`config.mk`:
```
export PLATFORM = sky130hd
export DESIGN_NAME = calc_top
export DESIGN_NICKNAME = d
export VERILOG_FILES = /design/src/calc_keys_pkg.sv /design/src/calc_store_pkg.sv /design/src/calc_control.sv /design/src/calc_datapath.sv /design/src/calc_top.sv /design/src/display_latch.sv /design/src/keypad_capture.sv
export SDC_FILE = /design/constraint.sdc
export NUM_CORES = 1
export LEC_CHECK = 0
export ABC_AREA = 1
export BUFFER_PORTS_ARGS = -buffer_cell sky130_fd_sc_hd__buf_4
export CELL_PAD_IN_SITES_DETAIL_PLACEMENT = 0
export CELL_PAD_IN_SITES_GLOBAL_PLACEMENT = 1
export CORE_UTILIZATION = 47
export CTS_CLUSTER_SIZE = 24
export DETAILED_ROUTE_END_ITERATION = 8
export PLACE_DENSITY = 0.92
export SYNTH_ARGS = -nofsm -noshare
export SYNTH_HDL_FRONTEND = slang
export SYNTH_SLANG_ARGS = --single-unit
```
`constraint.sdc`:
```
create_clock -name clk_i -period 11.7 [get_ports clk_i]
set_input_delay 2.34 -clock clk_i [delete_from_list [all_inputs] [get_ports clk_i]]
set_output_delay 2.34 -clock clk_i [all_outputs]
set_load 0.02 [all_outputs]
```
`src/calc_keys_pkg.sv`:
```
package calc_keys_pkg;

    // keypad code width
    localparam int unsigned KEY_W = 4;

    // highest digit key, everything above is a command
    localparam logic [KEY_W-1:0] KEY_DIGIT_LAST = 4'h9;
    localparam logic [KEY_W-1:0] KEY_ENTER_CODE = 4'hF;

    // operation keys A to E, values match the key codes
    typedef enum logic [3:0] {
        OP_ADD = 4'hA,
        OP_SUB = 4'hB,
        OP_AND = 4'hC,
        OP_OR  = 4'hD,
        OP_XOR = 4'hE
    } alu_op_e;

    // what kind of key the user pressed
    typedef enum logic [1:0] {
        KEY_DIGIT = 2'd0,
        KEY_OP    = 2'd1,
        KEY_ENTER = 2'd2
    } key_class_e;

endpackage

```
`src/calc_store_pkg.sv`:
```
package calc_store_pkg;

    // register file geometry
    localparam int unsigned REG_ADDR_W = 5;
    localparam int unsigned REG_COUNT  = 2 ** REG_ADDR_W;

    // each calculation owns base, base+1 and base+2
    localparam logic [REG_ADDR_W-1:0] TRIPLE_STRIDE = 5'd3;

    // register 0 stays unused
    localparam logic [REG_ADDR_W-1:0] FIRST_BASE = 5'd1;

    // last triple is 28..30, then back to the first one
    localparam logic [REG_ADDR_W-1:0] LAST_BASE = 5'd28;

endpackage

```
`src/calc_control.sv`:
```
`timescale 1ns/1ps

module calc_control (
    input  logic                                  clk_i,
    input  logic                                  reset_i,
    input  logic                                  key_pending_i,
    input  calc_keys_pkg::key_class_e             key_class_i,
    input  logic [calc_keys_pkg::KEY_W-1:0]        key_code_i,
    output logic                                  key_take_o,
    output logic                                  wr_en_o,
    output logic                                  wr_sel_result_o,
    output logic [calc_store_pkg::REG_ADDR_W-1:0] wr_addr_o,
    output logic [calc_store_pkg::REG_ADDR_W-1:0] rd_addr_a_o,
    output logic [calc_store_pkg::REG_ADDR_W-1:0] rd_addr_b_o,
    output logic [calc_store_pkg::REG_ADDR_W-1:0] disp_addr_o,
    output calc_keys_pkg::alu_op_e                alu_op_o,
    output logic                                  show_o,
    output logic                                  err_o
);
    import calc_keys_pkg::*;
    import calc_store_pkg::*;

    typedef enum logic [3:0] {
        WAIT_A, STORE_A, SHOW_A,
        WAIT_OP, SHOW_OP,
        WAIT_B, STORE_B, SHOW_B,
        WAIT_ENT, STORE_RES, SHOW_RES,
        NEXT,
        ERR_A, ERR_OP, ERR_B, ERR_ENT
    } ctrl_state_e;

    ctrl_state_e           state_q;
    ctrl_state_e           state_d;
    logic [REG_ADDR_W-1:0] base_q;
    logic [REG_ADDR_W-1:0] addr_b;
    logic [REG_ADDR_W-1:0] addr_res;
    alu_op_e               op_q;

    assign addr_b   = base_q + 5'd1;
    assign addr_res = base_q + 5'd2;

    always_comb begin
        state_d = state_q;
        case (state_q)
            WAIT_A: begin
                if (key_pending_i) begin
                    state_d = (key_class_i == KEY_DIGIT) ? STORE_A : ERR_A;
                end
            end
            STORE_A:   state_d = SHOW_A;
            SHOW_A:    state_d = WAIT_OP;
            WAIT_OP: begin
                if (key_pending_i) begin
                    state_d = (key_class_i == KEY_OP) ? SHOW_OP : ERR_OP;
                end
            end
            SHOW_OP:   state_d = WAIT_B;
            WAIT_B: begin
                if (key_pending_i) begin
                    state_d = (key_class_i == KEY_DIGIT) ? STORE_B : ERR_B;
                end
            end
            STORE_B:   state_d = SHOW_B;
            SHOW_B:    state_d = WAIT_ENT;
            WAIT_ENT: begin
                if (key_pending_i) begin
                    state_d = (key_class_i == KEY_ENTER) ? STORE_RES : ERR_ENT;
                end
            end
            STORE_RES: state_d = SHOW_RES;
            SHOW_RES:  state_d = NEXT;
            NEXT:      state_d = WAIT_A;
            // wrong key, retry the same step
            ERR_A:     state_d = WAIT_A;
            ERR_OP:    state_d = WAIT_OP;
            ERR_B:     state_d = WAIT_B;
            ERR_ENT:   state_d = WAIT_ENT;
            default:   state_d = WAIT_A;
        endcase
    end

    always_comb begin
        key_take_o      = 1'b0;
        wr_en_o         = 1'b0;
        wr_sel_result_o = 1'b0;
        wr_addr_o       = base_q;
        disp_addr_o     = base_q;
        show_o          = 1'b0;
        err_o           = 1'b0;
        case (state_q)
            WAIT_A, WAIT_OP, WAIT_B, WAIT_ENT: key_take_o = key_pending_i;
            STORE_A: wr_en_o = 1'b1;
            // op key redisplays operand 1, clearing any error
            SHOW_A, SHOW_OP: show_o = 1'b1;
            STORE_B: begin
                wr_en_o   = 1'b1;
                wr_addr_o = addr_b;
            end
            SHOW_B: begin
                show_o      = 1'b1;
                disp_addr_o = addr_b;
            end
            STORE_RES: begin
                wr_en_o         = 1'b1;
                wr_sel_result_o = 1'b1;
                wr_addr_o       = addr_res;
            end
            SHOW_RES: begin
                show_o      = 1'b1;
                disp_addr_o = addr_res;
            end
            ERR_A, ERR_OP, ERR_B, ERR_ENT: err_o = 1'b1;
            default: ;
        endcase
    end

    always_ff @(posedge clk_i or posedge reset_i) begin
        if (reset_i) begin
            state_q <= WAIT_A;
            base_q  <= FIRST_BASE;
            op_q    <= OP_ADD;
        end else begin
            state_q <= state_d;
            if (state_q == WAIT_OP && key_pending_i && key_class_i == KEY_OP) begin
                op_q <= alu_op_e'(key_code_i);
            end
            if (state_q == NEXT) begin
                base_q <= (base_q == LAST_BASE) ? FIRST_BASE : base_q + TRIPLE_STRIDE;
            end
        end
    end

    assign rd_addr_a_o = base_q;
    assign rd_addr_b_o = addr_b;
    assign alu_op_o    = op_q;

    a_show_err_excl: assert property (
        @(posedge clk_i) disable iff (reset_i) !(show_o && err_o)
    );

    // a write never uses the key being taken in the same cycle
    a_no_write_on_take: assert property (
        @(posedge clk_i) disable iff (reset_i) !(wr_en_o && key_take_o)
    );

endmodule

```
`src/calc_datapath.sv`:
```
`timescale 1ns/1ps

module calc_datapath #(
    parameter int DATA_W = 8
) (
    input  logic                                  clk_i,
    input  logic                                  reset_i,
    input  logic                                  wr_en_i,
    input  logic                                  wr_sel_result_i,
    input  logic [calc_store_pkg::REG_ADDR_W-1:0] wr_addr_i,
    input  logic [calc_store_pkg::REG_ADDR_W-1:0] rd_addr_a_i,
    input  logic [calc_store_pkg::REG_ADDR_W-1:0] rd_addr_b_i,
    input  logic [calc_store_pkg::REG_ADDR_W-1:0] disp_addr_i,
    input  calc_keys_pkg::alu_op_e                alu_op_i,
    input  logic [calc_keys_pkg::KEY_W-1:0]        key_digit_i,
    output logic [DATA_W-1:0]                     disp_data_o
);
    import calc_keys_pkg::*;
    import calc_store_pkg::*;

    logic [DATA_W-1:0] regs_q [REG_COUNT];
    logic [DATA_W-1:0] op_a;
    logic [DATA_W-1:0] op_b;
    logic [DATA_W-1:0] alu_res;
    logic [DATA_W-1:0] wr_data;

    // three asynchronous read ports
    assign op_a        = regs_q[rd_addr_a_i];
    assign op_b        = regs_q[rd_addr_b_i];
    assign disp_data_o = regs_q[disp_addr_i];

    // results wrap at DATA_W bits
    always_comb begin
        case (alu_op_i)
            OP_ADD:  alu_res = op_a + op_b;
            OP_SUB:  alu_res = op_a - op_b;
            OP_AND:  alu_res = op_a & op_b;
            OP_OR:   alu_res = op_a | op_b;
            OP_XOR:  alu_res = op_a ^ op_b;
            default: alu_res = '0;
        endcase
    end

    assign wr_data = wr_sel_result_i ? alu_res : DATA_W'(key_digit_i);

    always_ff @(posedge clk_i or posedge reset_i) begin
        if (reset_i) begin
            for (int i = 0; i < REG_COUNT; i++) begin
                regs_q[i] <= '0;
            end
        end else if (wr_en_i) begin
            regs_q[wr_addr_i] <= wr_data;
        end
    end

    // triples only ever cover registers 1 to 30
    a_wr_addr_range: assert property (
        @(posedge clk_i) disable iff (reset_i)
        wr_en_i |-> (wr_addr_i >= FIRST_BASE) && (wr_addr_i < LAST_BASE + TRIPLE_STRIDE)
    );

endmodule

```
`src/calc_top.sv`:
```
`timescale 1ns/1ps

module calc_top #(
    parameter int DATA_W = 8
) (
    input  logic                           clk_i,
    input  logic                           reset_i,
    input  logic [calc_keys_pkg::KEY_W-1:0] key_code_i,
    input  logic                           key_strobe_i,
    output logic                           ready_o,
    output logic [DATA_W-1:0]              disp_value_o,
    output logic                           disp_update_o,
    output logic                           disp_error_o
);
    import calc_keys_pkg::*;
    import calc_store_pkg::*;

    logic                  key_pending;
    logic [KEY_W-1:0]      key_code;
    key_class_e            key_class;
    logic                  key_take;
    logic                  wr_en;
    logic                  wr_sel_result;
    logic [REG_ADDR_W-1:0] wr_addr;
    logic [REG_ADDR_W-1:0] rd_addr_a;
    logic [REG_ADDR_W-1:0] rd_addr_b;
    logic [REG_ADDR_W-1:0] disp_addr;
    alu_op_e               alu_op;
    logic                  show;
    logic                  err;
    logic [DATA_W-1:0]     disp_data;

    // one-deep key buffer is the only back-pressure
    assign ready_o = ~key_pending;

    keypad_capture capture_i (
        .clk_i         (clk_i),
        .reset_i       (reset_i),
        .key_code_i    (key_code_i),
        .key_strobe_i  (key_strobe_i),
        .key_take_i    (key_take),
        .key_pending_o (key_pending),
        .key_code_o    (key_code),
        .key_class_o   (key_class)
    );

    calc_control control_i (
        .clk_i           (clk_i),
        .reset_i         (reset_i),
        .key_pending_i   (key_pending),
        .key_class_i     (key_class),
        .key_code_i      (key_code),
        .key_take_o      (key_take),
        .wr_en_o         (wr_en),
        .wr_sel_result_o (wr_sel_result),
        .wr_addr_o       (wr_addr),
        .rd_addr_a_o     (rd_addr_a),
        .rd_addr_b_o     (rd_addr_b),
        .disp_addr_o     (disp_addr),
        .alu_op_o        (alu_op),
        .show_o          (show),
        .err_o           (err)
    );

    calc_datapath #(
        .DATA_W (DATA_W)
    ) datapath_i (
        .clk_i           (clk_i),
        .reset_i         (reset_i),
        .wr_en_i         (wr_en),
        .wr_sel_result_i (wr_sel_result),
        .wr_addr_i       (wr_addr),
        .rd_addr_a_i     (rd_addr_a),
        .rd_addr_b_i     (rd_addr_b),
        .disp_addr_i     (disp_addr),
        .alu_op_i        (alu_op),
        .key_digit_i     (key_code),
        .disp_data_o     (disp_data)
    );

    display_latch #(
        .DATA_W (DATA_W)
    ) display_i (
        .clk_i         (clk_i),
        .reset_i       (reset_i),
        .show_i        (show),
        .err_i         (err),
        .disp_data_i   (disp_data),
        .disp_value_o  (disp_value_o),
        .disp_update_o (disp_update_o),
        .disp_error_o  (disp_error_o)
    );

endmodule

```
`src/display_latch.sv`:
```
`timescale 1ns/1ps

module display_latch #(
    parameter int DATA_W = 8
) (
    input  logic              clk_i,
    input  logic              reset_i,
    input  logic              show_i,
    input  logic              err_i,
    input  logic [DATA_W-1:0] disp_data_i,
    output logic [DATA_W-1:0] disp_value_o,
    output logic              disp_update_o,
    output logic              disp_error_o
);

    logic [DATA_W-1:0] value_q;
    logic              error_q;
    logic              update_q;

    always_ff @(posedge clk_i or posedge reset_i) begin
        if (reset_i) begin
            value_q  <= '0;
            error_q  <= 1'b0;
            update_q <= 1'b0;
        end else begin
            // strobe lands together with the new value
            update_q <= show_i | err_i;
            if (show_i) begin
                value_q <= disp_data_i;
                error_q <= 1'b0;
            end else if (err_i) begin
                error_q <= 1'b1;
            end
        end
    end

    assign disp_value_o  = value_q;
    assign disp_update_o = update_q;
    assign disp_error_o  = error_q;

endmodule

```
`src/keypad_capture.sv`:
```
`timescale 1ns/1ps

module keypad_capture (
    input  logic                           clk_i,
    input  logic                           reset_i,
    input  logic [calc_keys_pkg::KEY_W-1:0] key_code_i,
    input  logic                           key_strobe_i,
    input  logic                           key_take_i,
    output logic                           key_pending_o,
    output logic [calc_keys_pkg::KEY_W-1:0] key_code_o,
    output calc_keys_pkg::key_class_e      key_class_o
);
    import calc_keys_pkg::*;

    logic             pending_q;
    logic [KEY_W-1:0] code_q;
    key_class_e       class_q;
    key_class_e       class_d;

    // classify the raw code once, on the way in
    always_comb begin
        if (key_code_i <= KEY_DIGIT_LAST) begin
            class_d = KEY_DIGIT;
        end else if (key_code_i == KEY_ENTER_CODE) begin
            class_d = KEY_ENTER;
        end else begin
            class_d = KEY_OP;
        end
    end

    always_ff @(posedge clk_i or posedge reset_i) begin
        if (reset_i) begin
            pending_q <= 1'b0;
        end else if (key_strobe_i && !pending_q) begin
            pending_q <= 1'b1;
        end else if (key_take_i) begin
            pending_q <= 1'b0;
        end
    end

    // held until the next accepted strobe
    always_ff @(posedge clk_i) begin
        if (key_strobe_i && !pending_q) begin
            code_q  <= key_code_i;
            class_q <= class_d;
        end
    end

    assign key_pending_o = pending_q;
    assign key_code_o    = code_q;
    assign key_class_o   = class_q;

    // controller only consumes a key that is actually held
    a_take_while_pending: assert property (
        @(posedge clk_i) disable iff (reset_i) key_take_i |-> pending_q
    );

endmodule
```
# --- Word level (Yosys, flattened, before mapping) ---
# Index checks and enable logic that the tools add are counted.
word_totals:
  ff_bits: 286
  in_bits: 7
  output_inout_bits: 11
  elab_cells: 143
op_classes:
  n_addsub: 5
  order_cmp: 6
  eq_ne: 28
  muxes: 36
  bitwise_logic: 9
  reduce_logical: 18
op_table:
  columns: ["cell", "count"]
  rows:
  - ["$bwmux 256", 1]
  - ["$bmux 8 s5", 3]
  - ["$mux 8", 8]
  - ["$eq 4x4->1 const B", 14]
  - ["$pmux 4 s12", 1]
  - ["$demux 8 s5", 1]
  - ["$pmux 8 s5", 1]
  - ["$mux 4", 7]
  - ["$ge 6x6->1 const B", 4]
  - ["$not 5->6", 4]
  - ["$pmux 5 s2", 2]
  - ["$eq 4x3->1 const B", 4]
  - ["$reduce_or 4->1", 3]
  - ["$add 5x2->5 const B", 2]
  - ["$mux 1", 9]
  - ["$add 8x8->8", 1]
  - ["$and 8x8->8", 1]
  - ["$eq 4x2->1 const B", 2]
  - ["$ne 2x2->1 const B", 4]
  - ["$or 8x8->8", 1]
  - ["$reduce_or 2->1", 4]
  - ["$sub 8x8->8", 1]
  - ["$xor 8x8->8", 1]
  - ["$lt 6x1->1 const B", 1]
  - ["18 further kinds", 22]

# --- Logic depth before layout (Yosys ltp) ---
logic_depth:
  word_depth: 9
  ltp_mapped: 35
  mapped_depth_nobuf: 27

# --- Cells and area by module ---
# Synthesis repeated with hierarchy kept, for this count alone.
unflattened:
  cells_unflattened: 2868
  area_unflattened_um2: 19625.1
modules_own_cells:
  columns: ["mod", "n_inst", "cells_each", "area_per_inst_um2", "seq_area_each_um2"]
  rows:
  - ["calc_datapath", 1, 2633, 17853.4, 6406.1]
  - ["calc_control", 1, 177, 1147.4, 329.1]
  - ["display_latch", 1, 40, 372.9, 250.2]
  - ["keypad_capture", 1, 17, 247.7, 205.2]
  - ["calc_top", 1, 1, 3.8, 0.0]

# --- Worst setup path after synthesis ---
# No wires, ideal clock.
synth_timing:
  kind: "register to register"
  startpoint: "register control_i.base_q[0] (netlist: control_i.rd_addr_a_o[0])"
  endpoint: "register datapath_i.regs_q[206] (netlist name)"
  setup_time_ns: 0.083
  arrival_time_ns: 5.214
  required_time_ns: 11.617
  slack_ns: 6.403
  path_stages_with_launch: 35
  n_path_buf: 8
  period_less_slack_ns: 5.297
  path_cell_list: "dfstp_2 -> buf_2 -> inv_2 -> buf_2 -> buf_4 -> clkbuf_1 -> buf_1 -> ha_1 -> buf_2 -> clkinv_1 -> clkbuf_1 -> nand3_1 -> nand3_1 -> nand3_1 -> nand3_1 -> nand2_1 -> ha_1 -> or2_2 -> o21ai_0 -> inv_1 -> fa_1 -> inv_1 -> nand2_1 -> nand2_1 -> a21oi_1 -> or2_2 -> nand2_1 -> nand2_1 -> nand2_1 -> xor2_1 -> nand2_1 -> o2111ai_1 -> nand2_1 -> clkbuf_1 -> o21ai_0"
synth_between:
  elab_chain_len: 9
  elab_cells_between_ends: 25
  classes_between: "add/sub: 4; order compare: 2; mux: 12; bitwise: 6; reduce/logical: 1"
synth_lines:
  columns: ["item", "line", "text"]
  rows:
  - ["start: declaration", "calc_control.sv:34", "logic [REG_ADDR_W-1:0] base_q;"]
  - ["start signal: assignment", "calc_control.sv:128", "base_q <= (base_q == LAST_BASE) ? FIRST_BASE : base_q + TRIPLE_STRIDE;"]
  - ["$add 5x1->5", "calc_control.sv:39", "assign addr_b = base_q + 5'd1;"]
  - ["$not 5->6 (not written as such)", "calc_datapath.sv:29", "assign op_b = regs_q[rd_addr_b_i];"]
  - ["$bmux 8 s5", "calc_datapath.sv:29", null]
  - ["$mux 8 (not written as such) (2 in a row)", "calc_datapath.sv:29", null]
  - ["$sub 8x8->8 (tied with other cells)", "calc_datapath.sv:36", "OP_SUB: alu_res = op_a - op_b;"]
  - ["$pmux 8 s5", "calc_datapath.sv:34", "case (alu_op_i)"]
  - ["$mux 8", "calc_datapath.sv:44", "assign wr_data = wr_sel_result_i ? alu_res : DATA_W'(key_digit_i);"]
  - ["$bwmux 256 *", "calc_datapath.sv:52", "regs_q[wr_addr_i] <= wr_data;"]
  - ["end signal: indexed assignment", "calc_datapath.sv:52", null]
  - ["end: declaration", "calc_datapath.sv:21", "logic [DATA_W-1:0] regs_q [REG_COUNT];"]
# Every way passes the cells marked *; elsewhere a longest branch is shown, timed or not. The select of a mux whose other input is x is not followed.
# A chain may end at the register's enable or synchronous reset.

# --- Worst setup path after layout ---
layout_timing:
  startpoint: "register control_i.base_q[1] (netlist: control_i.rd_addr_a_o[1])"
  endpoint: "register datapath_i.regs_q[26] (netlist name)"
# The elaborated chain is that of the path after synthesis.

==> results.md <==
- Setup_tns: 0 ns
- FILL cells: 4056
- Total track usage: 0.348
- Nets: 2879
- Post-Synthesis Cells: 2946
- CTS Buf Count: 36
- Worst Max-Slew Pin Slew: 1.24 ns
- Largest net degree at the start of global routing: 106
- Synthesized Nets: 2983
- Core area: between 0.04 and 0.05 mm2
- Post-synth cell types: 45
- Cell taking the most area after synthesis: dfrtp_1
- FP Rows: 74
- Status: finished with violations
- Post-CTS setup buffers: 0
- Mean post-synth cell area: 6.67 um2
- Clk buf depth: 3
- I/O pin cnt: 18
- Sequential fraction of the synthesis area: 0.366
- Power density cells: approximately 320 mW/mm2
- Synth async-reset ratio: 0.979
- Cell chain of the critical path: buf_4 > ha_1 > nand2_1 > nand2_1 > nand2_2 > inv_1 > nand3_1 > nand3_1 > nand2_1 > ha_1 > or2_2 > o21ai_0 > inv_1 > fa_1 > inv_1 > nand2_1 > nand3_1 > o2111ai_1 > nand2_1 > o21a_1 > inv_1 > nand2_1 > o21ai_0
- Antenna violations before repair: 0
- Fin crit share: 0.607
- Critical path type: reg -> reg
- Dpl cells: 3336
- RSZ-0062 raised after global routing: false
- Layout Cells excl Fill: 3400
- DR pass1 iterations: 8
- EDFF count, synth: 6
- ANT nets after route: 0
- Total gr overflow: 0
- Hold WC Path Type: reg -> reg
- # port buffers: 17
- Routed WL per cell: 21.6 um
- Top FF cell, synth: dfrtp_1
- Min Tclk post-route: 7.11 ns
- Failing checks: DRC
- Area Overhead vs Synth: 7.49%
- Max FO, Critical Path: 51
- Worst path slowest cell: dfrtp_4
- Hold-fix buffers at CTS: 0
- Post-CTS resize count: 0
- RePlAce Congestion: slightly below 1
- Synthesized flop and latch total: 286
- CTS tree: done
- Layout cells sized above 1: 0.0628
- First-pass GRT wire length: 113 mm
- Pleak: between 0.009 and 0.01 uW
- Yosys top cell area share: 0.353
- Clock tree sinks: approximately 290
- Max-slew headroom: 0.169
- Max cap viols: 0
- Critical path's largest stage delay: 0.85 ns
- Insertion delay to the later sink of the worst-skew pair: 0.58 ns
- Root buf cell: clkbuf_16
- Final hold violation count: 0
- H-tree Lvls: 2
- Most common cell on crit path: nand2_1
- CP Launch Type: register
- Reg clk slew, reported paths: 0.06 ns
- Peak VDD IR: 0.000195 V
- Chip width: 206 um
- Final WL: 73.4 mm
- Via density: 6.10
- Yosys warns: 0
- Top area cells in the synthesized netlist: dfrtp_1 (35%), nand2_1 (14%), o21ai_0 (12%)
- Vias in the first global route: 19300
- Routed via count: 20700
- Synth Cell Area: 0.0197 mm2
- Max-slew violation count: 0
- Starting Density: 0.479
- Setup crit end kind: register
- Clock skew: between 0.02 and 0.03 ns
- Die area: 0.0426 mm2
- Peak Freq: 141 MHz
- Die Height: roughly 210 um
- Drt drc: 2
- Detail Placement HPWL: 45.9 mm
- 1st-iter DRT viols: ~2800
- Worst EP arrival: 7.50 ns
- Final setup viols: 0
- Crit path required time: ~12 ns
[where the power goes]
group | total (uW) | switching (uW) | internal, uW
clock network | 1130 | 465 | 667
logic | 4270 | 3020 | 1250
registers | 1310 | 170 | 1140
[through the flow]
| step | util | cell area, um2 | setup WS [ns] | hold slack [ns] | power [uW] |
|---|---|---|---|---|---|
| 2_1_floorplan | - | 19700 | 1.64 | 0.449 | 4250 |
| 3_3_place_gp | 0.487 | 20000 | 5.05 | 0.465 | 5410 |
| 3_5_place_dp | 0.487 | 20000 | 4.92 | 0.467 | 5450 |
| 4_1_cts | 0.515 | 21100 | 4.89 | 0.484 | 6600 |
| 5_1_grt | 0.515 | 21100 | 4.44 | 0.502 | 7180 |
| 6_report | 0.515 | 21100 | 4.59 | 0.480 | 6710 |
[critical path: cells and delay by family, from the launching register on]
kind | cells | cell delay (ns)
flip-flops | 1 | 0.85
buffers and inverters | 5 | 2.33
AO/OA/AOI/OAI | 4 | 0.85
adder cells (fa/ha/maj) | 3 | 1.05
AND/OR/NAND/NOR | 11 | 1.78
[sequential cells by signal, summed over array words and instances (netlist names)]
register / flops
display_i.disp_error_o: 1
display_i.disp_value_o: 8
control_i.alu_op_o: 4
capture_i.key_class_o: 2
display_i.disp_update_o: 1
capture_i.key_pending_o: 1
datapath_i.regs_q: 256
capture_i.key_code_o: 4
control_i.state_q: 4
control_i.rd_addr_a_o: 5
[synthesized netlist by cell type (4+ instances only)]
| cell | instances |
|---|---|
| xor2_1 | 7 |
| a21oi_1 | 140 |
| nor2_2 | 5 |
| o211ai_1 | 109 |
| nor3_1 | 13 |
| ha_1 | 29 |
| nor2_4 | 13 |
| inv_1 | 297 |
| o22ai_1 | 21 |
| o21ai_0 | 482 |
| o2111ai_1 | 6 |
| nand4_1 | 14 |
| buf_2 | 72 |
| edfxtp_1 | 6 |
| nand2_2 | 5 |
| dfrtp_1 | 277 |
| o21ai_1 | 20 |
| nand2_1 | 750 |
| buf_4 | 6 |
| buf_1 | 10 |
| nor2_1 | 150 |
| clkbuf_1 | 109 |
| o21a_1 | 4 |
| nand3_1 | 343 |
| inv_2 | 23 |
| a31oi_1 | 5 |
[cell type report]
| cell class | instances | area, um2 | area share |
|---|---|---|---|
| diodes | 1 | 2.50 | 0.000118 |
| clock buffers | 48 | 997 | 0.0472 |
| clock inverters | 15 | 164 | 0.00776 |
| inverters | 322 | 1220 | 0.0578 |
| multi-input cells | 2141 | 10500 | 0.495 |
| flip-flops and latches | 286 | 7200 | 0.341 |
| well taps | 532 | 666 | 0.0315 |
| repair buffers | 55 | 413 | 0.0195 |
[worst paths after layout]
| check | from | to | slack, ns | cells past startpoint |
|---|---|---|---|---|
| min | display_i.disp_value_o[4] | display_i.disp_value_o[4] | 0.48 | 2 |
| max in group asynchronous | reset_i | control_i.rd_addr_a_o[1] | 7.61 | 4 |
| max | control_i.rd_addr_a_o[1] | datapath_i.regs_q[26] | 4.59 | 23 |
| min reg2reg | display_i.disp_value_o[4] | display_i.disp_value_o[4] | 0.48 | 2 |
| min in group asynchronous | reset_i | datapath_i.regs_q[45] | 1.79 | 2 |
| max reg2reg | control_i.rd_addr_a_o[1] | datapath_i.regs_q[26] | 4.59 | 23 |
[cell usage in the layout, fill, tap and decap left out, types with 2 or more instances in the layout]
cell       synthesis  layout
nor3_1            13      13
nand2_2            5       5
nand3_1          343     343
inv_6              0       3
nor4_1             3       3
o211ai_1         109     109
a31oi_1            5       5
buf_4              6      55
inv_2             23      23
nand4_1           14      14
inv_4              0       2
edfxtp_1           6       6
ha_1              29      28
dfstp_2            3       2
o221ai_2           1       2
o2111ai_1          6       6
clkbuf_8           0       3
dfrtp_1          277     276
clkbuf_1         109       8
nand2_1          750     749
xor2_1             7       7
bufinv_16          0       3
o21ai_1           20      20
a21oi_4            0       2
clkbuf_16          0      37
o21ai_0          482     482
inv_1            297     294
a211oi_2           2       2
o21a_1             4       4
nor2_1           150     150
or2_2              3       3
a21oi_1          140     138
nor2_4            13      13
a21oi_2            3       3
clkinv_1           2       2
clkinv_2           0       8
nor2_2             5       5
o22ai_1           21      21
[routing by layer]
metal / track usage / wire length [um] / vias to the layer above / share of wire
met2: 0.516 / 31100 / 1245 / 0.42
met3: 0.0771 / 8400 / 245 / 0.11
met4: 0.191 / 4200 / 0 / 0.057
li1: - / - / 9568 / -
met1: 0.468 / 29800 / 9668 / 0.41
met5: 0 / 0 / - / 0
[cells by family after synthesis]
group                      after synthesis  synth area share
buffers and inverters                  519             0.105
adders and majority gates               30            0.0195
and+or+nand+nor                       1300             0.280
DFF                                    286             0.366
xor gates and xnor gates                11           0.00605
AOI/OAI and AO/OA                      800             0.224
Power figures use the tool's default switching activity.
